$ cat src/logic/cameraPkg.sv
`default_nettype none

package cameraPkg;

  // per-line byte count, also used for the line count
  localparam int byteCountBits = 11;

  localparam int frameCountBits = 8;  // wraps at 256

  localparam int grayBits = 8;

  localparam int pixelsPerWord = 4;

  // camera bytes arrive high byte first
  typedef struct packed {
    logic [7:0] high;
    logic [7:0] low;
  } pixelBytes;

  typedef struct packed {
    logic [4:0] red;
    logic [5:0] green;
    logic [4:0] blue;
  } pixelColor;

  // collected as raw bytes, read back as color fields
  typedef union packed {
    pixelBytes raw;
    pixelColor color;
  } rgb565Pixel;

endpackage

`default_nettype wire

$ cat src/logic/lineTimingIf.sv
`timescale 1ns/1ps
`default_nettype none

interface lineTimingIf import cameraPkg::*; ();

  logic [byteCountBits-1:0] bytesPerLine;   // latched at hsync fall
  logic [byteCountBits-1:0] linesPerFrame;  // latched at vsync fall
  logic [frameCountBits-1:0] frameCount;
  logic lineEnd;                             // one-cycle pulse

  modport source (
    output bytesPerLine,
    output linesPerFrame,
    output frameCount,
    output lineEnd
  );

  modport sink (
    input bytesPerLine,
    input linesPerFrame,
    input frameCount,
    input lineEnd
  );

endinterface

`default_nettype wire

$ cat src/logic/syncTiming.sv
`timescale 1ns/1ps
`default_nettype none

module syncTiming import cameraPkg::*; (
  input logic pclk,
  input logic rst,
  input logic hsync,
  input logic vsync,
  lineTimingIf.source timing
);

  logic hsyncReg;
  logic vsyncReg;
  logic hsyncFall;
  logic vsyncFall;
  logic lineEndReg;
  logic [byteCountBits-1:0] byteCount;
  logic [byteCountBits-1:0] lineCount;
  logic [byteCountBits-1:0] lineTotal;
  logic [byteCountBits-1:0] bytesLatched;
  logic [byteCountBits-1:0] linesLatched;
  logic [frameCountBits-1:0] frameCounter;

  assign hsyncFall = hsyncReg & ~hsync;  // previous sample high, this one low
  assign vsyncFall = vsyncReg & ~vsync;

  // a line ending on the same edge as the frame still counts
  assign lineTotal = lineCount + byteCountBits'(hsyncFall);

  always_ff @(posedge pclk) begin
    if (rst) begin
      hsyncReg <= 1'b0;
      vsyncReg <= 1'b0;
      lineEndReg <= 1'b0;
      byteCount <= '0;
      lineCount <= '0;
      bytesLatched <= '0;
      linesLatched <= '0;
      frameCounter <= '0;
    end else begin
      hsyncReg <= hsync;
      vsyncReg <= vsync;
      lineEndReg <= hsyncFall;

      if (hsyncFall) begin
        bytesLatched <= byteCount;
        byteCount <= '0;
      end else if (hsync) begin
        byteCount <= byteCount + 1'b1;  // one byte per edge with hsync high
      end

      if (vsyncFall) begin
        linesLatched <= lineTotal;
        lineCount <= '0;
        frameCounter <= frameCounter + 1'b1;
      end else if (hsyncFall) begin
        lineCount <= lineCount + 1'b1;
      end
    end
  end

  assign timing.lineEnd = lineEndReg;
  assign timing.bytesPerLine = bytesLatched;
  assign timing.linesPerFrame = linesLatched;
  assign timing.frameCount = frameCounter;

endmodule

`default_nettype wire

$ cat src/flat_wrapper.sv
// flat-port wrapper written by rule: the top's interface ports become plain ports
module syncTiming_flat import cameraPkg::*;
  (pclk, rst, hsync, vsync, timing_bytesPerLine, timing_linesPerFrame, timing_frameCount, timing_lineEnd);
  lineTimingIf timing_i ();
  input logic pclk;
  input logic rst;
  input logic hsync;
  input logic vsync;
  output wire logic [$bits(timing_i.bytesPerLine)-1:0] timing_bytesPerLine;
  output wire logic [$bits(timing_i.linesPerFrame)-1:0] timing_linesPerFrame;
  output wire logic [$bits(timing_i.frameCount)-1:0] timing_frameCount;
  output wire logic [$bits(timing_i.lineEnd)-1:0] timing_lineEnd;
  assign timing_bytesPerLine = timing_i.bytesPerLine;
  assign timing_linesPerFrame = timing_i.linesPerFrame;
  assign timing_frameCount = timing_i.frameCount;
  assign timing_lineEnd = timing_i.lineEnd;
  syncTiming u_core (.pclk(pclk), .rst(rst), .hsync(hsync), .vsync(vsync), .timing(timing_i));
endmodule
$ cat config.mk
export PLATFORM = sky130hd
export DESIGN_NAME = syncTiming_flat
export DESIGN_NICKNAME = d
export VERILOG_FILES = /design/src/logic/cameraPkg.sv /design/src/logic/lineTimingIf.sv /design/src/logic/syncTiming.sv /design/src/flat_wrapper.sv
export SDC_FILE = /design/constraint.sdc
export NUM_CORES = 1
export LEC_CHECK = 0
export BUFFER_PORTS_ARGS = -buffer_cell sky130_fd_sc_hd__clkbuf_2
export CAP_MARGIN = 20
export CORE_ASPECT_RATIO = 2
export CORE_UTILIZATION = 40
export DETAILED_ROUTE_END_ITERATION = 16
export PLACE_DENSITY = 0.59
export SYNTH_ARGS = -nofsm -noshare
export SYNTH_HDL_FRONTEND = slang
export SYNTH_SLANG_ARGS = --single-unit
$ cat constraint.sdc
create_clock -name pclk -period 4.51 [get_ports pclk]
set_clock_uncertainty 0.15 [all_clocks]
set_input_delay 0.6765 -clock pclk [delete_from_list [all_inputs] [get_ports pclk]]
set_output_delay 0.6765 -clock pclk [all_outputs]
set_load 0.1 [all_outputs]
==> flow_metrics.tcl <==
set metrics [dict create \
    cts.sinks 55 \
    cts-buffers-inserted 5 \
    synth_most_common_cell "dfxtp_1" \
    endpoint "u_core.timing.linesPerFrame[10]" \
    yosysSeqAreaShare 0.463 \
    post-cts-setup-buffers 0 \
    startpoint "hsync" \
    gp_congestion 0.739 \
    synth_cells 274 \
    drv_cap 0 \
    vias 1985 \
    setup_tns_ps 0 \
    rrSetupSlack_ps 2130 \
    regToRegStartpoint "u_core.hsyncReg" \
    cts_tree "done" \
    startpoint_type "input pin" \
    synthTopCellsByCount "dfxtp_1, nand2_1, a21oi_1" \
    nets 311 \
    setup_violations 0 \
    ff2ff_path_depth 7 \
    crit_type "in -> reg" \
    drv_slew 0 \
    syn_area_sq_um 2380 \
    grt_max_degree 30 \
    drt_wl_total_mm 5.17 \
    relSlewSlack 0.612 \
    grt_pass1_wl_mm 8.79 \
    tightest_slew_ps 582 \
    syn2layout_area_growth_pct 14.1 \
    avgSynthCellArea_sq_um 8.67 \
    peakVddDrop_v 0.000311 \
    dieHeight_um 111 \
    min_path_type "reg -> reg" \
    clock_latency_ps 290 \
    core_sq_um 5710 \
    synth_seq_cells 55 \
    min_period_over_period 0.584 \
    critPathCaptureType "flop" \
    start_util 0.416 \
    ys_async_sr_fraction 0 \
    ys_types 29 \
    status "finished, final reports clean" \
    cp_max_fo 15 \
    dieArea_sq_um 6270 \
    clk_path_buf_depth 2 \
    crit_required_ps 4580 \
    fmax_mhz 380 \
    diodes 0 \
    path_clk_slew_ps 70 \
    fp.dieW_um 56.5 \
    antenna_found_initial 0 \
    hold_violations 0 \
    grt_pass1_vias 1786 \
    arrival_ps 2700 \
    routed_via_density 5.45 \
    dp_hpwl_mm 3.73 \
    synthTopCellsByArea "dfxtp_1, a21oi_1, nand2_1" \
    syn_nets 283 \
    grt-ovfl-total 0 \
    synth_top_area_frac 0.463 \
    portBuffers 34 \
    yosys_warnings 0 \
    drc 0 \
    design_area_sq_um 2710 \
    rsz0062_at_grt "no" \
    fill_cells 606 \
    yosys.area.top_type "dfxtp_1" \
    r2r-end "u_core.timing.linesPerFrame[10]" \
    power_density_nw_per_um2 356 \
    synth-edff-count 0 \
    period_needed_ps 2630 \
    cts_root_buffer "clkbuf_16" \
    wl_per_cell_um 14.2 \
    cts-resized-gates 0 \
    hold_depth 2 \
    p_leak_uw 0.000996 \
    drtPass1Iterations 4 \
    dr.first_iter.drc_count 60 \
    htreeDepth 2 \
    io-pin-count 35 \
    synth_flop_cell "dfxtp_1" \
    cts_hold_buf 0 \
    postPlaceCellArea_sq_um 2570 \
    rows 39 \
    drive_above_1_share 0.162 \
    gr-usage-all-layers 0.175 \
    ant_nets 0 \
]
cells by family after synthesis:
group,count (synthesis),share of synthesized area
fa+ha+maj,5,0.0263
buf+inv,22,0.0405
simple gates,106,0.244
mux,4,0.0174
flops,55,0.463
xor+xnor,12,0.0442
compound gates,70,0.164
critical path, stage by stage:
cell and delay (ps):
clkbuf_2 180, nand2b_1 180, buf_4 190, inv_1 350, ha_1 300, nand4_1 160, or4_1 490, a31oi_1 160
per-stage QoR:
stage / setup slack [ps] / instances / util / power (uW) / hold WS, ps
final: 1880 / 364 / 0.475 / 966 / 314
after global routing: 1700 / 364 / 0.475 / 998 / 345
after CTS: 1870 / 364 / 0.475 / 977 / 315
after detailed placement: 1580 / 356 / 0.450 / 596 / 299
after global placement: 1640 / 356 / 0.450 / 596 / 298
after floorplan: 1950 / 274 / - / 581 / 290
area by class of cell:
type / instances / area, sq um / area share
multi-input combinational: 197 / 1180 / 0.435
clock inverter: 3 / 18.8 / 0.00692
tap: 61 / 76.3 / 0.0281
timing repair buffer: 36 / 185 / 0.0683
sequential: 55 / 1100 / 0.406
clock buffer: 5 / 125 / 0.0461
inverter: 7 / 26.3 / 0.00969
routing by layer:
metal	track usage	part of all wire	vias up
li1	-	-	1038
met1	0.200	0.41	915
met2	0.322	0.55	26
met3	0.0315	0.023	6
met4	0.0488	0.014	0
met5	0	0	-
placed cells by master (no fill, tap or decap):
master and instances:
nand4_2 2, nor4_1 2, inv_1 7, ha_1 5, mux2i_1 3, buf_4 2, nor2_1 13, clkbuf_16 5
mux2_2 1, o21ai_0 19, xor2_1 6, or3_1 13, a211oi_1 2, clkinv_2 2, nand3_1 9, nand4b_4 1
dfxtp_1 55, or4_1 11, o31ai_1 11, nand4_1 6, nand4b_1 2, xnor2_1 6, nand3_2 1, clkbuf_2 34
nand2b_1 2, a31oi_1 6, nand2_1 38, nor2b_1 4, inv_6 1, nand3b_1 2, a21oi_1 32
report_power, final:
group	total, uW	leakage, uW	internal, uW	switching (uW)
Sequential	502	0.000445	494	7.86
Combinational	82.0	0.000476	15.5	66.5
Clock	382	0.0000740	206	176
flip-flops by register name, indices dropped and copies added (netlist names):
| register | cells |
|---|---|
| u_core.byteCount | 11 |
| u_core.hsyncReg | 1 |
| u_core.lineCount | 11 |
| u_core.timing.bytesPerLine | 11 |
| u_core.timing.frameCount | 8 |
| u_core.timing.lineEnd | 1 |
| u_core.timing.linesPerFrame | 11 |
| u_core.vsyncReg | 1 |
worst min path at each step:
stage	startpoint	endpoint	slack [ps]
3_3_place_gp	u_core.byteCount[10]	u_core.timing.bytesPerLine[10]	300
2_1_floorplan	u_core.byteCount[10]	u_core.timing.bytesPerLine[10]	290
4_1_cts	u_core.timing.bytesPerLine[3]	u_core.timing.bytesPerLine[3]	310
6_report	u_core.timing.bytesPerLine[3]	u_core.timing.bytesPerLine[3]	310
3_5_place_dp	u_core.timing.bytesPerLine[3]	u_core.timing.bytesPerLine[3]	300
5_1_grt	u_core.timing.bytesPerLine[5]	u_core.timing.bytesPerLine[5]	340
Note: power is estimated with default switching activity, not from simulation.
