**src/logic/cameraPkg.sv**
```systemverilog
`default_nettype none

package cameraPkg;

  // per-line byte count, also used for the line count
  localparam int byteCountBits = 11;

  localparam int frameCountBits = 8;  // wraps at 256

  localparam int grayBits = 8;

  localparam int pixelsPerWord = 4;

  // camera bytes arrive high byte first
  typedef struct packed {
    logic [7:0] high;
    logic [7:0] low;
  } pixelBytes;

  typedef struct packed {
    logic [4:0] red;
    logic [5:0] green;
    logic [4:0] blue;
  } pixelColor;

  // collected as raw bytes, read back as color fields
  typedef union packed {
    pixelBytes raw;
    pixelColor color;
  } rgb565Pixel;

endpackage

`default_nettype wire

```
**src/logic/lineTimingIf.sv**
```systemverilog
`timescale 1ns/1ps
`default_nettype none

interface lineTimingIf import cameraPkg::*; ();

  logic [byteCountBits-1:0] bytesPerLine;   // latched at hsync fall
  logic [byteCountBits-1:0] linesPerFrame;  // latched at vsync fall
  logic [frameCountBits-1:0] frameCount;
  logic lineEnd;                             // one-cycle pulse

  modport source (
    output bytesPerLine,
    output linesPerFrame,
    output frameCount,
    output lineEnd
  );

  modport sink (
    input bytesPerLine,
    input linesPerFrame,
    input frameCount,
    input lineEnd
  );

endinterface

`default_nettype wire

```
**src/logic/grayPacker.sv**
```systemverilog
`timescale 1ns/1ps
`default_nettype none

module grayPacker import cameraPkg::*; #(
  parameter int lineWords = 160,
  localparam int addrBits = $clog2(lineWords),
  localparam int wordBits = grayBits * pixelsPerWord
) (
  input logic pclk,
  input logic rst,
  input logic hsync,
  input logic grabEnable,
  input logic [7:0] camData,
  lineTimingIf.sink timing,
  output logic writeEnable,
  output logic [addrBits-1:0] writeAddress,
  output logic [wordBits-1:0] writeWord
);

  localparam int groupBytes = 2 * pixelsPerWord;

  logic [$clog2(groupBytes)-1:0] bytePos;
  logic [7:0] heldBytes [groupBytes-1];
  logic [7:0] groupData [groupBytes];
  rgb565Pixel pixels [pixelsPerWord];
  logic lineEnable;
  logic [addrBits:0] wordCount;  // one extra bit so it can reach lineWords
  logic lastByte;
  logic wordInRange;

  function automatic logic [grayBits-1:0] toGray(input rgb565Pixel pixel);
    logic [7:0] red8;
    logic [7:0] green8;
    logic [7:0] blue8;
    logic [15:0] weighted;
    red8 = {pixel.color.red, pixel.color.red[4:2]};
    green8 = {pixel.color.green, pixel.color.green[5:4]};
    blue8 = {pixel.color.blue, pixel.color.blue[4:2]};
    weighted = 16'd77 * red8 + 16'd150 * green8 + 16'd29 * blue8;  // weights sum to 256
    return weighted[15:8];
  endfunction

  assign lastByte = hsync && (bytePos == '1);
  assign wordInRange = wordCount < lineWords;
  assign writeEnable = lastByte && lineEnable && wordInRange;
  assign writeAddress = wordCount[addrBits-1:0];

  // incoming byte completes the group, no extra register stage
  always_comb begin
    for (int i = 0; i < groupBytes - 1; i++) begin
      groupData[i] = heldBytes[i];
    end
    groupData[groupBytes-1] = camData;
    for (int p = 0; p < pixelsPerWord; p++) begin
      pixels[p].raw.high = groupData[2*p];
      pixels[p].raw.low = groupData[2*p+1];
      writeWord[(pixelsPerWord-1-p)*grayBits +: grayBits] = toGray(pixels[p]);  // first pixel in msb
    end
  end

  always_ff @(posedge pclk) begin
    if (rst) begin
      bytePos <= '0;
      wordCount <= '0;
      lineEnable <= 1'b0;
    end else if (timing.lineEnd) begin
      bytePos <= '0;
      wordCount <= '0;
      lineEnable <= grabEnable;  // takes effect for the next whole line
    end else if (hsync) begin
      bytePos <= bytePos + 1'b1;
      if (lastByte && wordInRange) begin
        wordCount <= wordCount + 1'b1;
      end
    end
  end

  always_ff @(posedge pclk) begin
    if (hsync && !lastByte) begin
      heldBytes[bytePos] <= camData;
    end
  end

endmodule

`default_nettype wire

```
**src/flat_wrapper.sv**
```systemverilog
// flat-port wrapper written by rule: the top's interface ports become plain ports
module grayPacker_flat import cameraPkg::*;
#(
  parameter int lineWords = 160,
  localparam int addrBits = $clog2(lineWords),
  localparam int wordBits = grayBits * pixelsPerWord
)
  (pclk, rst, hsync, grabEnable, camData, writeEnable, writeAddress, writeWord, timing_bytesPerLine, timing_linesPerFrame, timing_frameCount, timing_lineEnd);
  lineTimingIf timing_i ();
  input logic pclk;
  input logic rst;
  input logic hsync;
  input logic grabEnable;
  input logic [7:0] camData;
  output logic writeEnable;
  output logic [addrBits-1:0] writeAddress;
  output logic [wordBits-1:0] writeWord;
  input wire logic [$bits(timing_i.bytesPerLine)-1:0] timing_bytesPerLine;
  input wire logic [$bits(timing_i.linesPerFrame)-1:0] timing_linesPerFrame;
  input wire logic [$bits(timing_i.frameCount)-1:0] timing_frameCount;
  input wire logic [$bits(timing_i.lineEnd)-1:0] timing_lineEnd;
  assign timing_i.bytesPerLine = timing_bytesPerLine;
  assign timing_i.linesPerFrame = timing_linesPerFrame;
  assign timing_i.frameCount = timing_frameCount;
  assign timing_i.lineEnd = timing_lineEnd;
  grayPacker #(.lineWords(lineWords)) u_core (.pclk(pclk), .rst(rst), .hsync(hsync), .grabEnable(grabEnable), .camData(camData), .timing(timing_i), .writeEnable(writeEnable), .writeAddress(writeAddress), .writeWord(writeWord));
endmodule
```
**config.mk**
```make
export PLATFORM = sky130hd
export DESIGN_NAME = grayPacker_flat
export DESIGN_NICKNAME = d
export VERILOG_FILES = /design/src/logic/cameraPkg.sv /design/src/logic/lineTimingIf.sv /design/src/logic/grayPacker.sv /design/src/flat_wrapper.sv
export SDC_FILE = /design/constraint.sdc
export NUM_CORES = 1
export LEC_CHECK = 0
export ABC_AREA = 1
export BUFFER_PORTS_ARGS = -buffer_cell sky130_fd_sc_hd__buf_2
export CAP_MARGIN = 20
export CORE_MARGIN = 2
export CORE_UTILIZATION = 35
export CTS_BUF_LIST = sky130_fd_sc_hd__clkbuf_8
export CTS_CLUSTER_SIZE = 14
export DETAILED_ROUTE_END_ITERATION = 7
export GPL_TIMING_DRIVEN = 0
export PLACE_DENSITY = 0.48
export SLEW_MARGIN = 10
export SYNTH_ARGS = -nofsm -noshare
export SYNTH_HDL_FRONTEND = slang
export SYNTH_SLANG_ARGS = --single-unit
```
**constraint.sdc**
```tcl
create_clock -name pclk -period 10.63 [get_ports pclk]
set_input_delay 1.063 -clock pclk [delete_from_list [all_inputs] [get_ports pclk]]
set_output_delay 1.063 -clock pclk [all_outputs]
set_load 0.05 [all_outputs]
```
==> results.yml <==
clock_network:
  cts_resized: 0
  clock_sinks: 69
  clock_latency_ns: 0.37
  htreeDepth: 3
  cts.clk_slew.worst_paths_ns: 0.07
  ctsHoldBuffers: 0
  cts_setup_buffers: 0
  clk_path_buf_depth: 2
  cts_made_buffers: 9
  cts_tree: "done"
  clockRootBuffer: "clkbuf_8"
timing:
  grt_setup_unrepaired: "false"
  clock_skew_ns: 0.0229
  setup_viol_count_final: 0
  finalMaxSlewViolations: 0
  slew_headroom_pct: 48.1
  hold_viol_final: 0
  tns_ns: 0
  min_period_ns: 8.38
  finalCritPeriodShare_pct: 78.8
  worst_slew_pin_slew_ns: 0.776
  fmax_mhz: 119
floorplanning:
  die_w_um: 217
  start_util_pct: 35.7
  fp.coreArea_um2: 44400
  ios: 84
  die_y_um: 217
  dieArea_um2: 47000
  num_rows: 77
logic_synthesis:
  ys_ff_latch: 69
  synth_top_area_share_pct: 27.3
  synth_area_um2: 15800
  synth_top_area_cell: "fa_1"
  syn_nets: 2466
  synth-edff-count: 56
  yosys_warnings: 0
  ys_types: 28
  yosysSeqAreaShare_pct: 12.3
  synth.area.top_cells: "fa_1, ha_1, inv_1"
  async_flop_share_pct: 0
  synthMostInstantiatedCell: "inv_1"
  syn_area_per_cell_um2: 8.46
  ys.flop_type: "edfxtp_1"
  synthCells: 1872
  synthTopCellsByCount: "inv_1, nand2_1, ha_1, fa_1, nor2_1"
route:
  remaining_drc_errors: 0
  dr.pass1.iters: 5
  ant_nets: 0
  vias: 11500
  drt_iter0_drc: 451
  drt-total-wl_mm: 33.3
  via_per_inst: 4.54
  post_drt_wl_per_cell_um: 13.1
critical_path:
  ff2ff_setup_slack_ns: 8.67
  worst-setup-path-type: "in2out"
  max_stage_delay_ns: 0.55
  arrival_ns: 7.31
  crit_fanout: 11
  crit_path_end_kind: "output port"
  required_ns: 9.57
  cp_slowest_cell: "fa_1"
  start_kind: "input port"
global_routing:
  grt_max_degree: 16
  overflow: 0
  track_usage_pct: 14.9
  antenna_found_initial: 0
  grt_pass1_wl_mm: 57.2
  grt_pass1_vias: 12000
placement:
  portBuffers: 53
  dp.cells: 2517
  dp_hpwl_mm: 29.3
  globalplace.congestion: 0.821
run:
  drv_cap: 0
final_layout:
  area_delta_synth_final_pct: 7.57
  fin_nets: 2531
  stdcell_count: 2533
  n_antenna_cell: 0
  n_fill_cell: 4574
  drive_above_1_share_pct: 4.48
  final_core_util_pct: 38.4
hold_path:
  hold_path_class: "reg2reg"
status:
  status: "finished clean"
-- worst paths after layout --
path | from | end | depth (start not counted)
worst max register to register | u_core.bytePos[0] | u_core.heldBytes[6][7] | 6
worst min-delay path | u_core.wordCount[8] | u_core.wordCount[8] | 2
worst min register to register | u_core.wordCount[8] | u_core.wordCount[8] | 2
worst max-delay path | camData[6] | writeWord[7] | 27
-- logic make-up (layout without fill, tap and decap cells) --
group,Yosys count,after routing,share of synthesized area (%)
xor gates and xnor gates,47,47,2.60
AOI/OAI and AO/OA,128,128,4.45
DFF,69,69,12.3
and+or+nand+nor,563,563,14.6
adders and majority gates,551,551,53.8
buffers and inverters,514,583,12.4
-- worst max-delay path: cells and delay by family --
kind	cells	cell delay, ns
buffers and inverters	6	0.75
XOR/XNOR	1	0.15
AO/OA/AOI/OAI	3	0.53
AND/OR/NAND/NOR	7	0.70
adder cells (fa/ha/maj)	10	4.09
-- per-stage QoR --
stage | setup WS, ns | cell area (µm²) | hold WS [ns]
detailed placement | 2.21 | 16800 | 0.449
global placement | 2.21 | 16800 | 0.441
CTS | 2.19 | 17000 | 0.460
global route | 1.83 | 17000 | 0.477
finish | 2.25 | 17000 | 0.458
floorplan | 2.66 | 15800 | 0.434
-- final cells by class --
cell class	count	area [µm²]	share of cell area [%]
multi-input combinational	1289	11900	70.1
clock buffer	9	124	0.727
inverter	506	1900	11.1
sequential	69	1940	11.4
timing repair buffer	54	270	1.59
buffer	8	60.1	0.352
clock inverter	6	65.1	0.382
tap	592	741	4.35
-- cells in the final DEF (no fill, tap or decap), types with 4 or more instances in the layout --
cell	instances
edfxtp_1	56
nor2_1	97
nand4_1	12
a21o_1	10
nand2_1	347
a21oi_1	83
o21ai_0	18
buf_2	54
dfxtp_1	13
nor3_1	7
and2_1	6
or2_2	4
clkbuf_8	9
xor2_1	23
o21bai_1	8
ha_1	335
xnor2_1	24
fa_1	216
nand3_1	83
inv_1	506
buf_4	8
a31oi_1	5
-- sequential cells by signal, summed over array words and instances, names as in the netlist --
name               count
u_core.wordCount       9
u_core.lineEnable      1
u_core.bytePos         3
u_core.heldBytes      56
-- layer usage --
metal  vias to the layer above  share of wire (%)  track usage [%]
met5                         -                  0                0
met4                         0               0.98             2.65
met3                        18                1.5            0.881
met2                        81                 47             26.1
met1                      5505                 50             20.6
li1                       5900                  -                -
Power is not shown: default switching activity piles up to over one toggle a cycle in this logic, so the estimate is an artifact.
