===== config.mk =====
export PLATFORM = sky130hd
export DESIGN_NAME = ciResponder_flat
export DESIGN_NICKNAME = d
export VERILOG_FILES = /design/src/logic/cameraPkg.sv /design/src/logic/ciPkg.sv /design/src/logic/lineTimingIf.sv /design/src/logic/ciResponder.sv /design/src/flat_wrapper.sv
export SDC_FILE = /design/constraint.sdc
export NUM_CORES = 1
export LEC_CHECK = 0
export ABC_AREA = 1
export BUFFER_PORTS_ARGS = -buffer_cell sky130_fd_sc_hd__clkbuf_2
export CAP_MARGIN = 20
export CORE_AREA = 4 4 83 54
export DETAILED_ROUTE_END_ITERATION = 10
export DIE_AREA = 0 0 87 58
export PLACE_DENSITY_LB_ADDON = 0.25
export SLEW_MARGIN = 20
export SYNTH_ARGS = -nofsm -noshare
export SYNTH_HDL_FRONTEND = slang
export SYNTH_SLANG_ARGS = --single-unit

===== constraint.sdc =====
create_clock -name pclk -period 1.5 [get_ports pclk]
set_input_delay 0 -clock pclk [delete_from_list [all_inputs] [get_ports pclk]]
set_output_delay 0 -clock pclk [all_outputs]
set_load 0.01 [all_outputs]

===== src/logic/cameraPkg.sv =====
`default_nettype none

package cameraPkg;

  // per-line byte count, also used for the line count
  localparam int byteCountBits = 11;

  localparam int frameCountBits = 8;  // wraps at 256

  localparam int grayBits = 8;

  localparam int pixelsPerWord = 4;

  // camera bytes arrive high byte first
  typedef struct packed {
    logic [7:0] high;
    logic [7:0] low;
  } pixelBytes;

  typedef struct packed {
    logic [4:0] red;
    logic [5:0] green;
    logic [4:0] blue;
  } pixelColor;

  // collected as raw bytes, read back as color fields
  typedef union packed {
    pixelBytes raw;
    pixelColor color;
  } rgb565Pixel;

endpackage

`default_nettype wire


===== src/logic/ciPkg.sv =====
`default_nettype none

package ciPkg;

  localparam int ciWordBits = 32;
  localparam int ciIdBits = 8;
  localparam int ciCodeBits = 4;  // low bits of ciValueA

  localparam logic [ciCodeBits-1:0] readBytesPerLine = 4'd0;
  localparam logic [ciCodeBits-1:0] readLinesPerFrame = 4'd1;
  localparam logic [ciCodeBits-1:0] readFrameCount = 4'd2;
  localparam logic [ciCodeBits-1:0] writeGrabEnable = 4'd6;
  localparam logic [ciCodeBits-1:0] readLineWord = 4'd7;

endpackage

`default_nettype wire


===== src/logic/lineTimingIf.sv =====
`timescale 1ns/1ps
`default_nettype none

interface lineTimingIf import cameraPkg::*; ();

  logic [byteCountBits-1:0] bytesPerLine;   // latched at hsync fall
  logic [byteCountBits-1:0] linesPerFrame;  // latched at vsync fall
  logic [frameCountBits-1:0] frameCount;
  logic lineEnd;                             // one-cycle pulse

  modport source (
    output bytesPerLine,
    output linesPerFrame,
    output frameCount,
    output lineEnd
  );

  modport sink (
    input bytesPerLine,
    input linesPerFrame,
    input frameCount,
    input lineEnd
  );

endinterface

`default_nettype wire


===== src/logic/ciResponder.sv =====
`timescale 1ns/1ps
`default_nettype none

module ciResponder import ciPkg::*; #(
  parameter logic [ciIdBits-1:0] customInstructionId = '0,
  parameter int lineWords = 160,
  localparam int addrBits = $clog2(lineWords)
) (
  input logic pclk,
  input logic rst,
  input logic ciStart,
  input logic ciCke,
  input logic [ciIdBits-1:0] ciN,
  input logic [ciWordBits-1:0] ciValueA,
  input logic [ciWordBits-1:0] ciValueB,
  input logic [ciWordBits-1:0] readWord,
  lineTimingIf.sink timing,
  output logic [addrBits-1:0] readAddress,
  output logic grabEnable,
  output logic [ciWordBits-1:0] ciResult,
  output logic ciDone
);

  logic accept;
  logic [ciCodeBits-1:0] command;
  logic [ciCodeBits-1:0] commandReg;
  logic doneReg;
  logic [ciWordBits-1:0] selected;

  assign accept = ciStart && ciCke && (ciN == customInstructionId);
  assign command = ciValueA[ciCodeBits-1:0];

  // buffer read starts with the instruction, data lands in the done cycle
  assign readAddress = ciValueB[addrBits-1:0];

  assign ciDone = doneReg;
  assign ciResult = doneReg ? selected : '0;

  always_ff @(posedge pclk) begin
    if (rst) begin
      doneReg <= 1'b0;
      grabEnable <= 1'b0;
    end else begin
      doneReg <= accept;
      if (accept && command == writeGrabEnable) begin
        grabEnable <= ciValueB[0];
      end
    end
  end

  always_ff @(posedge pclk) begin
    if (accept) begin
      commandReg <= command;
    end
  end

  always_comb begin
    case (commandReg)
      readBytesPerLine: selected = ciWordBits'(timing.bytesPerLine);
      readLinesPerFrame: selected = ciWordBits'(timing.linesPerFrame);
      readFrameCount: selected = ciWordBits'(timing.frameCount);
      readLineWord: selected = readWord;
      default: selected = '0;  // includes the grab enable write
    endcase
  end

endmodule

`default_nettype wire


===== src/flat_wrapper.sv =====
// flat-port wrapper written by rule: the top's interface ports become plain ports
module ciResponder_flat import ciPkg::*;
#(
  parameter logic [ciIdBits-1:0] customInstructionId = '0,
  parameter int lineWords = 160,
  localparam int addrBits = $clog2(lineWords)
)
  (pclk, rst, ciStart, ciCke, ciN, ciValueA, ciValueB, readWord, readAddress, grabEnable, ciResult, ciDone, timing_bytesPerLine, timing_linesPerFrame, timing_frameCount, timing_lineEnd);
  lineTimingIf timing_i ();
  input logic pclk;
  input logic rst;
  input logic ciStart;
  input logic ciCke;
  input logic [ciIdBits-1:0] ciN;
  input logic [ciWordBits-1:0] ciValueA;
  input logic [ciWordBits-1:0] ciValueB;
  input logic [ciWordBits-1:0] readWord;
  output logic [addrBits-1:0] readAddress;
  output logic grabEnable;
  output logic [ciWordBits-1:0] ciResult;
  output logic ciDone;
  input wire logic [$bits(timing_i.bytesPerLine)-1:0] timing_bytesPerLine;
  input wire logic [$bits(timing_i.linesPerFrame)-1:0] timing_linesPerFrame;
  input wire logic [$bits(timing_i.frameCount)-1:0] timing_frameCount;
  input wire logic [$bits(timing_i.lineEnd)-1:0] timing_lineEnd;
  assign timing_i.bytesPerLine = timing_bytesPerLine;
  assign timing_i.linesPerFrame = timing_linesPerFrame;
  assign timing_i.frameCount = timing_frameCount;
  assign timing_i.lineEnd = timing_lineEnd;
  ciResponder #(.customInstructionId(customInstructionId), .lineWords(lineWords)) u_core (.pclk(pclk), .rst(rst), .ciStart(ciStart), .ciCke(ciCke), .ciN(ciN), .ciValueA(ciValueA), .ciValueB(ciValueB), .readWord(readWord), .timing(timing_i), .readAddress(readAddress), .grabEnable(grabEnable), .ciResult(ciResult), .ciDone(ciDone));
endmodule

==> report_table.html <==
<table>
<tr><th>Metric</th><th>Value</th></tr>
<tr><th colspan="2">Routing</th></tr>
<tr><td>Count of antenna-violating nets left after detailed routing</td><td>0</td></tr>
<tr><td>First-pass detailed-route iteration total</td><td>4</td></tr>
<tr><td>Via density</td><td>around 4</td></tr>
<tr><td>Detailed Route WL</td><td>approximately 3700 um</td></tr>
<tr><td>Total via count after detailed routing</td><td>~1400</td></tr>
<tr><td>DRC viols</td><td>0</td></tr>
<tr><td>DR WL/cell</td><td>a little over 10 um</td></tr>
<tr><td>Iteration-0 DRC Markers</td><td>20</td></tr>
<tr><th colspan="2">Final layout</th></tr>
<tr><td>Layout Area Growth over Synthesis</td><td>86.1%</td></tr>
<tr><td>Antenna Cells</td><td>0</td></tr>
<tr><td>Number of nets in the finished design</td><td>448</td></tr>
<tr><td>Core Util, Final</td><td>48.0%</td></tr>
<tr><td>Layout cell share with drive strength beyond 1</td><td>between 40% and 50%</td></tr>
<tr><th colspan="2">Clock network</th></tr>
<tr><td>Cell chosen for the clock root</td><td>clkbuf_8</td></tr>
<tr><td>Clock transition at the registers of the reported paths</td><td>~0.040 ns</td></tr>
<tr><td>Buffers from clock root to sink, at most</td><td>2</td></tr>
<tr><td>Number of buffers added by the clock tree synthesis step</td><td>3</td></tr>
<tr><td>Clock Latency Late Sink</td><td>~0.22 ns</td></tr>
<tr><td>Number of clock sinks</td><td>6</td></tr>
<tr><td>CTS tree</td><td>done</td></tr>
<tr><td>Number of H-tree branching levels</td><td>1</td></tr>
<tr><th colspan="2">Critical path</th></tr>
<tr><td>Req. time, crit path</td><td>1.50 ns</td></tr>
<tr><td>Slowest Stage Delay on Critical Path</td><td>roughly 0.45 ns</td></tr>
<tr><td>Startpoint-to-endpoint class of the critical path</td><td>reg2out</td></tr>
<tr><td>Data arrival at the endpoint of the critical path</td><td>1.52 ns</td></tr>
<tr><td>Nature of the critical path endpoint</td><td>primary output</td></tr>
<tr><td>Sequence of cells on the critical path</td><td>nor2_4 &gt; nand2_4 &gt; clkinvlp_4 &gt; nand2_1 &gt; nand2_1 &gt; nor2_1 &gt; nor2_1 &gt; buf_2</td></tr>
<tr><td>Category of the worst setup path launch point</td><td>flop</td></tr>
<tr><td>Worst-path maximum fanout</td><td>6</td></tr>
<tr><td>Critical Path Slowest Stage Cell</td><td>edfxtp_1</td></tr>
<tr><th colspan="2">Synth</th></tr>
<tr><td>Mapped cell area</td><td>about 940 um^2</td></tr>
<tr><td>Post-synthesis area per instance</td><td>approximately 5 um^2</td></tr>
<tr><td>Synth warnings</td><td>0</td></tr>
<tr><td>Dominant synthesized flop cell</td><td>edfxtp_1</td></tr>
<tr><td>Leading cell type by number of instances after synthesis</td><td>nor2_1</td></tr>
<tr><td>Number of instances in the synthesized netlist</td><td>188</td></tr>
<tr><td>Sequential fraction of the synthesis area</td><td>between 10% and 20%</td></tr>
<tr><td>Simple-gate area share of the yosys netlist</td><td>approximately 50%</td></tr>
<tr><td>Flop and latch count out of synthesis</td><td>6</td></tr>
<tr><td>Largest family of logic cells by synthesized area</td><td>simple AND/OR/NAND/NOR gates</td></tr>
<tr><td>Library cell with the largest summed area after synthesis</td><td>nor2_1</td></tr>
<tr><td>Arithmetic-cell share of the synthesized area counting full adders, half adders and majority gates</td><td>0%</td></tr>
<tr><td>Xor and xnor fraction of the mapped netlist area</td><td>0%</td></tr>
<tr><td>Number of enable-type register cells in the synthesized netlist</td><td>4</td></tr>
<tr><td>Area share of the leading cell type in the synthesized netlist</td><td>about a fifth</td></tr>
<tr><td>Cell types occupying the most area after synthesis</td><td>nor2_1, nand2_1, inv_1</td></tr>
<tr><td>Number of distinct library cell variants in the gate-level netlist after synthesis</td><td>16</td></tr>
<tr><td>Share of cell area taken by muxes after synthesis</td><td>0%</td></tr>
<tr><td>Share of async-settable or async-resettable flops after synthesis</td><td>0%</td></tr>
<tr><td>Post-synthesis compound-gate area fraction</td><td>4.27%</td></tr>
<tr><td>Synthesized net count</td><td>between 300 and 400</td></tr>
<tr><td>Most common library cells after synthesis</td><td>nor2_1, nand2_1, inv_1</td></tr>
<tr><th colspan="2">Timing</th></tr>
<tr><td>Worst Hold Slack</td><td>around 0.000015 ns</td></tr>
<tr><td>Total negative slack for setup checks</td><td>-0.0336 ns</td></tr>
<tr><td>Hold violation count in the final report</td><td>0</td></tr>
<tr><td>Remaining max-slew budget at the tightest pin</td><td>about four fifths</td></tr>
<tr><td>Slew at the pin closest to its max-slew limit</td><td>approximately 0.29 ns</td></tr>
<tr><td>Count of final setup violators</td><td>4</td></tr>
<tr><td>Worst-case setup margin in the final layout</td><td>-0.0180 ns</td></tr>
<tr><td>Final Slew Violations</td><td>0</td></tr>
<tr><td>Setup repair after global routing missed its margin</td><td>yes</td></tr>
<tr><td>Share of the clock period used by the worst path after layout</td><td>101%</td></tr>
<tr><td>Shortest period the worst path allows</td><td>roughly 1.5 ns</td></tr>
<tr><td>F_max</td><td>0.659 GHz</td></tr>
<tr><td>Fin Clk Skew</td><td>0 ns</td></tr>
<tr><th colspan="2">Global route</th></tr>
<tr><td>Total congestion overflow after global routing</td><td>0</td></tr>
<tr><td>First-pass GRT wire length</td><td>about 5700 um</td></tr>
<tr><td>Gr usage total</td><td>14.0%</td></tr>
<tr><td>Number of antenna violations at the first check in global routing</td><td>0</td></tr>
<tr><td>Vias in the first global route</td><td>1342</td></tr>
<tr><td>Pin count of the biggest net entering global routing</td><td>22</td></tr>
<tr><th colspan="2">Placed design</th></tr>
<tr><td>GPL Wtd Cong</td><td>~0.8</td></tr>
<tr><td>Pre-CTS setup slack</td><td>between 0.03 and 0.04 ns</td></tr>
<tr><td>Buffers added on ports</td><td>between 100 and 150</td></tr>
<tr><td>Post-DP HPWL</td><td>2890 um</td></tr>
<tr><th colspan="2">Die</th></tr>
<tr><td>Vertical die dimension</td><td>roughly 58 um</td></tr>
<tr><td>Initial standard-cell utilization of the core</td><td>roughly a quarter</td></tr>
<tr><td>Die Outline Area</td><td>about 5000 um^2</td></tr>
<tr><td>Width of the die</td><td>a little under 90 um</td></tr>
<tr><td># IOs</td><td>between 150 and 200</td></tr>
<tr><td>Std cell rows</td><td>17</td></tr>
<tr><td>Area of the placeable core</td><td>~3600 um^2</td></tr>
<tr><th colspan="2">Run status</th></tr>
<tr><td>Outcome</td><td>finished with violations</td></tr>
<tr><td>Violations in the final reports</td><td>setup timing</td></tr>
<tr><th colspan="2">Power and ir drop</th></tr>
<tr><td>Leakage power figure</td><td>0.00114 uW</td></tr>
<tr><td>Power per standard cell area</td><td>about 330 nW/um^2</td></tr>
<tr><td>Worst VDD drop</td><td>about 0.00019 V</td></tr>
<tr><th colspan="2">Hold path</th></tr>
<tr><td>Class of the worst hold path</td><td>in2out</td></tr>
<tr><th colspan="2">Flow run</th></tr>
<tr><td>Number of maximum-capacitance constraint violations</td><td>0</td></tr>
</table>
==> power by group <==
group | internal (uW) | switching (uW) | leakage [uW]
Clock | 183 | 77.1 | 0.0000228
Sequential | 177 | 0.175 | 0.0000520
Combinational | 93.4 | 52.8 | 0.00107
Total | 454 | 130 | 0.00114
==> registers in the layout (all words and copies together), names as in the netlist <==
name               flops
u_core.ciDone          1
u_core.commandReg      4
u_core.grabEnable      1
==> worst max-delay path: cells and delay by family (launching register included) <==
kind	cells	cell delay (ns)
buffers and inverters	2	0.28
flip-flops	1	0.45
AND/OR/NAND/NOR	6	0.55
==> cells by family (layout without fill, tap and decap cells) <==
kind of cell,Yosys count,after routing
buf+inv,58,178
simple gates,116,116
flops,6,6
compound gates,8,8
==> cell type report <==
type,count,area [um^2]
Timing Repair inverter,1,7.51
Fill cell,407,1890
Clock buffer,4,45.0
Sequential cell,6,160
Timing Repair Buffer,127,726
Tap cell,47,58.8
Inverter,46,176
Multi-Input combinational cell,124,571
==> stage by stage <==
step	instances	instance area, um^2	power, uW
final	355	1740	584
after global routing	355	1740	622
after CTS	354	1690	592
after detailed placement	340	1510	313
after global placement	340	1510	311
after floorplan	188	937	231
==> layer usage <==
layer / part of all wire (%) / up-vias / global-route usage, %
met5: 0 / - / 0
met1: 39 / 561 / 16.3
li1: - / 779 / -
met3: 13 / 2 / 5.26
met4: 0.52 / 0 / 3.33
met2: 47 / 80 / 24.3
==> timing repair <==
item,CTS,global route
setup endpoints to repair,32,32
resized for setup,12,25
buffers inserted,5,1
endpoints found under the hold margin,5,0
pin swaps,3,3
cloned,1,0
hold buffers,5,0
==> layout by cell type, fill, tap and decap left out <==
cell           count
nor2_1            48
nand3_1           11
nand2_2            5
buf_4              6
nor2_4             2
buf_6              4
buf_2              9
edfxtp_1           4
dlygate4sd3_1      5
clkbuf_8           3
inv_2              2
o21ai_1            1
nor2_2             2
nand4_1            1
nand2_4            1
clkbuf_2         101
nor3_4             1
clkbuf_1           1
nand3_2            2
nand3_4            1
dfxtp_1            2
o21ai_0            7
nand2_1           42
buf_12             1
buf_8              1
inv_1             43
clkinvlp_4         2
==> path summary, 6_finish.rpt <==
kind | start | end | slack [ns] | cells after the start
worst max-delay path | u_core.commandReg[2]$_DFFE_PP_ | ciResult[0] | -0.02 | 8
worst min-delay path | ciValueB[3] | readAddress[3] | 0.00002 | 0
worst max register to register | u_core.grabEnable$_SDFFE_PP0P_ | u_core.grabEnable$_SDFFE_PP0P_ | 0.91 | 4
worst min register to register | u_core.grabEnable$_SDFFE_PP0P_ | u_core.grabEnable$_SDFFE_PP0P_ | 0.51 | 4
Note: power is estimated with default switching activity, not from simulation.
